===== config.mk =====
export PLATFORM = sky130hd
export DESIGN_NAME = rename_top
export DESIGN_NICKNAME = d
export VERILOG_FILES = /design/src/design/rename_pkg.sv /design/src/design/free_list_if.sv /design/src/design/credit_counter.sv /design/src/design/free_list.sv /design/src/design/reg_alias_table.sv /design/src/design/rename_ctrl.sv /design/src/design/rename_top.sv
export SDC_FILE = /design/constraint.sdc
export NUM_CORES = 2
export LEC_CHECK = 0
export CORE_MARGIN = 8
export CORE_UTILIZATION = 60
export DETAILED_ROUTE_END_ITERATION = 7
export DONT_BUFFER_PORTS = 1
export PLACE_DENSITY = 0.76
export SLEW_MARGIN = 5
export SYNTH_ARGS = -nofsm -noshare
export SYNTH_HDL_FRONTEND = slang
export SYNTH_SLANG_ARGS = --single-unit

===== constraint.sdc =====
create_clock -name id_on -period 16.05 [get_ports id_on]
set_clock_uncertainty 0.1 [all_clocks]
set_input_delay 2.4075 -clock id_on [delete_from_list [all_inputs] [get_ports id_on]]
set_output_delay 2.4075 -clock id_on [all_outputs]
set_load 0.02 [all_outputs]

===== src/design/rename_pkg.sv =====
package rename_pkg;

    // register file sizes
    localparam int LOG_W        = 5;
    localparam int PHY_W        = 7;
    localparam int LOG_REGS     = 32;
    localparam int PHY_REGS     = 128;
    localparam int FREE_COUNT_W = 8;  // must hold PHY_REGS itself

    // logical i starts on physical i, so the rest are free
    localparam logic [PHY_W-1:0] FIRST_FREE = 7'd32;

    // issue queue credits
    localparam int CREDIT_W = 4;
    localparam logic [CREDIT_W-1:0] ISSUE_CREDITS = 4'd8;

    // opcodes with no register source
    localparam logic [6:0] OP_LUI    = 7'b0110111;
    localparam logic [6:0] OP_AUIPC  = 7'b0010111;
    localparam logic [6:0] OP_JAL    = 7'b1101111;

    // opcodes that read rs1 only
    localparam logic [6:0] OP_JALR   = 7'b1100111;
    localparam logic [6:0] OP_LOAD   = 7'b0000011;
    localparam logic [6:0] OP_OPIMM  = 7'b0010011;

    // opcodes with no destination
    localparam logic [6:0] OP_BRANCH = 7'b1100011;
    localparam logic [6:0] OP_STORE  = 7'b0100011;

    // controller states
    localparam logic [1:0] ST_FILL = 2'd0;
    localparam logic [1:0] ST_RUN  = 2'd1;

endpackage


===== src/design/free_list_if.sv =====
`timescale 1ns/1ps

interface free_list_if;

    logic                         fill_valid;  // initial fill push
    logic [rename_pkg::PHY_W-1:0] fill_phy;
    logic                         pop;         // rename takes head_phy
    logic [rename_pkg::PHY_W-1:0] head_phy;    // oldest free register
    logic                         empty;

    modport ctrl (
        output fill_valid,
        output fill_phy,
        input  empty
    );

    modport rat (
        output pop,
        input  head_phy,
        input  empty
    );

    modport fifo (
        input  fill_valid,
        input  fill_phy,
        input  pop,
        output head_phy,
        output empty
    );

endinterface


===== src/design/credit_counter.sv =====
`timescale 1ns/1ps

module credit_counter (
    input  logic id_on,
    input  logic reset,
    input  logic consume,        // one beat sent downstream
    input  logic credit_return,  // one slot freed in the issue queue
    output logic has_credit
);

    logic [rename_pkg::CREDIT_W-1:0] count;
    logic                            last_in_use;

    always_ff @(posedge id_on or posedge reset) begin
        if (reset) begin
            count <= rename_pkg::ISSUE_CREDITS;
        end else begin
            case ({consume, credit_return})
                2'b10:   count <= count - 1'b1;
                2'b01:   count <= count + 1'b1;
                default: count <= count;  // both or neither
            endcase
        end
    end

    // the beat on the output already owns its credit even before the count drops,
    // so the final credit is gone one cycle early
    assign last_in_use = consume && (count == 1);
    assign has_credit  = (count != '0) && !last_in_use;

endmodule


===== src/design/free_list.sv =====
`timescale 1ns/1ps

module free_list (
    input  logic                         id_on,
    input  logic                         reset,
    input  logic                         commit_valid,
    input  logic [rename_pkg::PHY_W-1:0] commit_phy,
    free_list_if.fifo                    fl
);

    logic [rename_pkg::PHY_W-1:0] mem [0:rename_pkg::PHY_REGS-1];

    logic [rename_pkg::PHY_W-1:0]        head;   // wraps at 128 on its own
    logic [rename_pkg::PHY_W-1:0]        tail;
    logic [rename_pkg::FREE_COUNT_W-1:0] count;

    logic                         push;
    logic [rename_pkg::PHY_W-1:0] push_phy;

    // fill and commit never overlap
    assign push     = fl.fill_valid || commit_valid;
    assign push_phy = fl.fill_valid ? fl.fill_phy : commit_phy;

    always_ff @(posedge id_on) begin
        if (push) begin
            mem[tail] <= push_phy;
        end
    end

    always_ff @(posedge id_on or posedge reset) begin
        if (reset) begin
            head  <= '0;
            tail  <= '0;
            count <= '0;
        end else begin
            if (push) begin
                tail <= tail + 1'b1;
            end
            if (fl.pop) begin
                head <= head + 1'b1;
            end
            case ({push, fl.pop})
                2'b10:   count <= count + 1'b1;
                2'b01:   count <= count - 1'b1;
                default: count <= count;
            endcase
        end
    end

    // oldest entry is only meaningful when not empty
    assign fl.head_phy = mem[head];
    assign fl.empty    = (count == '0);

endmodule


===== src/design/reg_alias_table.sv =====
`timescale 1ns/1ps

module reg_alias_table (
    input  logic                         id_on,
    input  logic                         reset,
    input  logic                         accept,
    input  logic [31:0]                  instr,
    input  logic                         wb_valid,
    input  logic [rename_pkg::LOG_W-1:0] wb_logical,
    input  logic [rename_pkg::PHY_W-1:0] wb_phy,
    output logic                         out_valid,
    output logic [rename_pkg::PHY_W-1:0] out_src1_phy,
    output logic [rename_pkg::PHY_W-1:0] out_src2_phy,
    output logic [1:0]                   out_src_ready,  // bit 0 src1, bit 1 src2
    output logic [rename_pkg::PHY_W-1:0] out_rd_phy,
    output logic [rename_pkg::LOG_W-1:0] out_rd_logical,
    output logic [rename_pkg::PHY_W-1:0] out_old_phy,
    output logic                         out_has_rd,
    free_list_if.rat                     fl
);

    logic [rename_pkg::PHY_W-1:0]    map_tbl [0:rename_pkg::LOG_REGS-1];
    logic [rename_pkg::LOG_REGS-1:0] ready_tbl;

    logic [6:0]                   opcode;
    logic [rename_pkg::LOG_W-1:0] rd;
    logic [rename_pkg::LOG_W-1:0] rs1;
    logic [rename_pkg::LOG_W-1:0] rs2;
    logic                         no_src;
    logic                         one_src;
    logic                         no_dest;
    logic                         has_rd;
    logic [1:0]                   src_ready;

    // same bit positions in every format
    assign opcode = instr[6:0];
    assign rd     = instr[11:7];
    assign rs1    = instr[19:15];
    assign rs2    = instr[24:20];

    assign no_src  = (opcode == rename_pkg::OP_LUI) || (opcode == rename_pkg::OP_AUIPC) ||
                     (opcode == rename_pkg::OP_JAL);
    assign one_src = (opcode == rename_pkg::OP_JALR) || (opcode == rename_pkg::OP_LOAD) ||
                     (opcode == rename_pkg::OP_OPIMM);
    assign no_dest = (opcode == rename_pkg::OP_BRANCH) || (opcode == rename_pkg::OP_STORE);
    assign has_rd  = !no_dest && (rd != '0);  // x0 keeps its mapping

    // unused sources look ready
    assign src_ready[0] = no_src ? 1'b1 : ready_tbl[rs1];
    assign src_ready[1] = (no_src || one_src) ? 1'b1 : ready_tbl[rs2];

    assign fl.pop = accept && has_rd;

    always_ff @(posedge id_on or posedge reset) begin
        if (reset) begin
            for (int i = 0; i < rename_pkg::LOG_REGS; i++) begin
                map_tbl[i] <= i[rename_pkg::PHY_W-1:0];  // identity map
            end
            ready_tbl <= '1;
        end else begin
            // stale tags no longer match the map
            if (wb_valid && !ready_tbl[wb_logical] && (map_tbl[wb_logical] == wb_phy)) begin
                ready_tbl[wb_logical] <= 1'b1;
            end
            // later write wins over a same-cycle writeback
            if (fl.pop) begin
                map_tbl[rd]   <= fl.head_phy;
                ready_tbl[rd] <= 1'b0;
            end
        end
    end

    always_ff @(posedge id_on or posedge reset) begin
        if (reset) begin
            out_valid  <= 1'b0;
            out_has_rd <= 1'b0;
        end else begin
            out_valid  <= accept;
            out_has_rd <= accept && has_rd;
        end
    end

    // lookups see the table before this edge
    always_ff @(posedge id_on) begin
        if (accept) begin
            out_src1_phy   <= map_tbl[rs1];
            out_src2_phy   <= map_tbl[rs2];
            out_src_ready  <= src_ready;
            out_rd_phy     <= has_rd ? fl.head_phy : '0;
            out_rd_logical <= rd;
            out_old_phy    <= map_tbl[rd];
        end
    end

endmodule


===== src/design/rename_ctrl.sv =====
`timescale 1ns/1ps

module rename_ctrl (
    input  logic             id_on,
    input  logic             reset,
    input  logic             in_valid,
    input  logic             has_credit,
    output logic             in_ready,
    output logic             accept,
    free_list_if.ctrl        fl
);

    logic [1:0]                   state;
    logic [rename_pkg::PHY_W-1:0] fill_idx;     // offset from FIRST_FREE
    logic                         fill_active;  // push this cycle
    logic                         fill_last;

    // 95 for a 128 entry file
    assign fill_last = (fill_idx == rename_pkg::PHY_REGS - 1 - rename_pkg::FIRST_FREE);

    always_ff @(posedge id_on or posedge reset) begin
        if (reset) begin
            state       <= rename_pkg::ST_FILL;
            fill_idx    <= '0;
            fill_active <= 1'b0;
        end else begin
            case (state)
                rename_pkg::ST_FILL: begin
                    fill_active <= 1'b1;  // starts one cycle out of reset
                    if (fill_active) begin
                        fill_idx <= fill_idx + 1'b1;
                        if (fill_last) begin
                            fill_active <= 1'b0;
                            state       <= rename_pkg::ST_RUN;
                        end
                    end
                end
                rename_pkg::ST_RUN: begin
                    state <= rename_pkg::ST_RUN;  // no recovery path back
                end
                default: begin
                    state       <= rename_pkg::ST_FILL;
                    fill_idx    <= '0;
                    fill_active <= 1'b0;
                end
            endcase
        end
    end

    // ascending register numbers from FIRST_FREE
    assign fl.fill_valid = fill_active;
    assign fl.fill_phy   = rename_pkg::FIRST_FREE + fill_idx;

    // empty guards the pop for any rd writer
    assign in_ready = (state == rename_pkg::ST_RUN) && has_credit && !fl.empty;
    assign accept   = in_valid && in_ready;

endmodule


===== src/design/rename_top.sv =====
`timescale 1ns/1ps

module rename_top (
    input  logic                         id_on,
    input  logic                         reset,

    // decode side
    input  logic                         in_valid,
    output logic                         in_ready,
    input  logic [31:0]                  instr,

    // issue queue side
    output logic                         out_valid,
    output logic [rename_pkg::PHY_W-1:0] out_src1_phy,
    output logic [rename_pkg::PHY_W-1:0] out_src2_phy,
    output logic [1:0]                   out_src_ready,
    output logic [rename_pkg::PHY_W-1:0] out_rd_phy,
    output logic [rename_pkg::LOG_W-1:0] out_rd_logical,
    output logic [rename_pkg::PHY_W-1:0] out_old_phy,
    output logic                         out_has_rd,
    input  logic                         credit_return,

    // writeback and commit
    input  logic                         wb_valid,
    input  logic [rename_pkg::LOG_W-1:0] wb_logical,
    input  logic [rename_pkg::PHY_W-1:0] wb_phy,
    input  logic                         commit_valid,
    input  logic [rename_pkg::PHY_W-1:0] commit_phy
);

    logic has_credit;
    logic accept;

    free_list_if fl_if ();

    rename_ctrl u_ctrl (
        .id_on      (id_on),
        .reset      (reset),
        .in_valid   (in_valid),
        .has_credit (has_credit),
        .in_ready   (in_ready),
        .accept     (accept),
        .fl         (fl_if.ctrl)
    );

    credit_counter u_credit (
        .id_on         (id_on),
        .reset         (reset),
        .consume       (out_valid),  // one credit per output beat
        .credit_return (credit_return),
        .has_credit    (has_credit)
    );

    free_list u_free_list (
        .id_on        (id_on),
        .reset        (reset),
        .commit_valid (commit_valid),
        .commit_phy   (commit_phy),
        .fl           (fl_if.fifo)
    );

    reg_alias_table u_rat (
        .id_on          (id_on),
        .reset          (reset),
        .accept         (accept),
        .instr          (instr),
        .wb_valid       (wb_valid),
        .wb_logical     (wb_logical),
        .wb_phy         (wb_phy),
        .out_valid      (out_valid),
        .out_src1_phy   (out_src1_phy),
        .out_src2_phy   (out_src2_phy),
        .out_src_ready  (out_src_ready),
        .out_rd_phy     (out_rd_phy),
        .out_rd_logical (out_rd_logical),
        .out_old_phy    (out_old_phy),
        .out_has_rd     (out_has_rd),
        .fl             (fl_if.rat)
    );

endmodule


==> impl_metrics.json <==
{
  "worstSetupPathType": "flip-flop to flip-flop",
  "status": "finished, final reports clean",
  "antenna_left": 0,
  "yosys-top-cells-area": "edfxtp_1 50%, mux4_2 18%, dfrtp_1 8.0%",
  "yosysMostFrequentCell": "edfxtp_1",
  "syn_area_um2": 56300,
  "pin_count": 95,
  "drc": 0,
  "async_flop_share": 0.239,
  "slew-limit-headroom": 0.187,
  "track_usage": 0.289,
  "arrival_ns": 6.35,
  "initial_utilization": 0.604,
  "peakVddDrop_mv": 0.0942,
  "worst_hold_path_type": "flip-flop to flip-flop",
  "fmax_ghz": 0.171,
  "avgViaCountPerCell": 7.22,
  "antenna_found_initial": 3,
  "die_h_um": 322,
  "synth_edf_count": 931,
  "synth_top_flop_cell": "edfxtp_1",
  "p_leak_nw": 20.3,
  "cts_resized": 0,
  "synthesis.nets": 3210,
  "syn-instance-count": 3143,
  "synth_seq_area_share": 0.629,
  "synth_cell_types": 72,
  "wirelength_mm": 150,
  "grt_overflow": 0,
  "setup_slack_ns": 10.19,
  "rows": 112,
  "cts_tree": "done",
  "fin_nets": 3143,
  "path_clk_slew_ns": 0.07,
  "die_w_um": 322,
  "die_area_um2": 104000,
  "hpwl_mm": 90.3,
  "cts_root_buffer": "clkbuf_16",
  "h-tree-depth": 3,
  "antenna_cells": 0,
  "drv_slew": 0,
  "power_mw": 6.82,
  "wl_per_cell_um": 33.8,
  "gp_congestion": 0.913,
  "hold_slack_ns": 0.348,
  "hold_buffers": 0,
  "fin_tns_setup_ns": 0,
  "dp_worst_setup_slack_ns": 9.74,
  "synth_seq_cells": 1224,
  "fin_util": 0.655,
  "synth_top_cell_area_share": 0.496,
  "firstDrtPassIters": 8,
  "yosysTopAreaCell": "edfxtp_1",
  "io_buffers": 0,
  "path_max_fanout": 102,
  "core_area_um2": 93200,
  "grt_pass1_vias": 32400,
  "drive_gt1_frac": 0.323,
  "setup_viol": 0,
  "required_ns": 16.53,
  "post_cts_buffers": 0,
  "finalCritPeriodShare": 0.365,
  "worst_slew_pin_slew_ns": 1.22,
  "worstSetupStartpointType": "flip-flop",
  "synth_warnings": 0,
  "hold_viol": 0,
  "vias": 32000,
  "cp-end-kind": "flip-flop",
  "grt_pass1_wl_mm": 220,
  "max_cap_viol_count": 0,
  "ys_top_cells_by_count": "931 x edfxtp_1, 462 x mux4_2, 204 x nor2_1",
  "rsz0062_at_grt": "false",
  "numCtsBuffers": 118,
  "p_per_area_nw_per_um2": 112,
  "clock_sinks": 1224,
  "grt_max_degree": 128,
  "syn_to_final_growth_pct": 8.40,
  "layout_min_cycle_time_ns": 5.86,
  "drtIter0Drc": 4141,
  "syn-mean-instance-area_um2": 17.9,
  "ctsLongestPathBuffers": 3,
  "clock_latency_ns": 0.72
}
[critical path, stage by stage (launching register included)]
cell and delay [ns]:
dfrtp_4 0.94, buf_12 0.59, buf_4 0.79, mux4_2 0.64, mux4_2 0.53, o211ai_1 0.23
o31a_1 0.32, nand3_2 0.66, mux2_2 0.57
[metal layers]
metal | global-route usage | vias up | wire length, um
li1 | - | 12700 | -
met3 | 0.0613 | 513 | 15500
met4 | 0.153 | 4 | 9810
met5 | 0 | - | 27
met2 | 0.460 | 2205 | 71600
met1 | 0.377 | 16600 | 52900
[layout by cell type, fill, tap and decap left out, types with 17 or more instances in the layout]
cell type and instances:
mux2_4 49, mux2i_1 142, and2_1 19, mux4_1 25, nand3_1 19, nor4_1 18, mux2_2 138, mux4_2 462
edfxtp_1 931, a21oi_1 46, clkinv_2 20, dfrtp_1 176, clkbuf_16 120, o31ai_1 35, dfstp_2 113, xnor2_1 19
buf_4 48, clkinv_1 22, o21ai_0 38, a22oi_1 46, inv_1 17, nor2b_1 18, o22ai_1 64, clkbuf_1 24
nand2_1 142, nor2_1 197, nand4_1 22
[state kept, by name (all words and copies together), names as in the netlist]
signal and cells:
u_rat.out_has_rd 1, u_rat.out_old_phy 7, u_rat.out_valid 1, u_ctrl.fill_idx 7
u_rat.out_src_ready 2, u_rat.out_src1_phy 7, u_ctrl.state 1, u_rat.out_rd_phy 7
u_free_list.head 7, u_rat.out_rd_logical 5, u_free_list.count 8, u_ctrl.fl.fill_valid 1
u_rat.out_src2_phy 7, u_rat.ready_tbl 32, u_credit.count 4, u_free_list.tail 7
u_rat.map_tbl 224, u_free_list.mem 896
[kinds of logic (layout without fill, tap and decap cells)]
logic type / after synthesis / count (layout) / share of synthesized area
buffers and inverters: 257 / 289 / 0.0243
flip-flops: 1224 / 1224 / 0.629
multiplexers: 817 / 817 / 0.262
adder cells (fa/ha/maj): 10 / 10 / 0.00222
AND/OR/NAND/NOR: 534 / 534 / 0.0459
XOR/XNOR: 32 / 32 / 0.00498
AO/OA/AOI/OAI: 269 / 269 / 0.0313
[area by class of cell]
type | count | area, um2
Tap cell | 1254 | 1570
Inverter | 20 | 82.6
Clock inverter | 72 | 791
Fill cell | 6061 | 32100
Multi-Input combinational cell | 1662 | 19600
Clock buffer | 147 | 3130
Sequential cell | 1224 | 35400
Timing Repair Buffer | 50 | 400
[metrics by stage]
stage	instances	cell area, um2
after floorplan	3143	56300
after global routing	4429	61000
after global placement	4210	57100
final	4429	61000
after CTS	4429	61000
after detailed placement	4210	57100
[path summary, 6_finish.rpt]
check	from	end	slack (ns)	cells after the start
min reg2reg	u_rat.map_tbl[223]	u_rat.map_tbl[223]	0.35	0
max reg2reg	u_free_list.head[0]	u_rat.map_tbl[145]	10.19	8
min	u_rat.map_tbl[223]	u_rat.map_tbl[223]	0.35	0
min in group asynchronous	reset	u_ctrl.state[0]	1.63	1
max in group asynchronous	reset	u_rat.map_tbl[33]	12.05	3
max	u_free_list.head[0]	u_rat.map_tbl[145]	10.19	8
[where the power goes]
group / switching [mW] / internal, mW
combinational: 0.291 / 0.168
clock: 1.21 / 1.60
sequential: 0.0652 / 3.49
No activity file was read; power rests on OpenSTA's default activity.
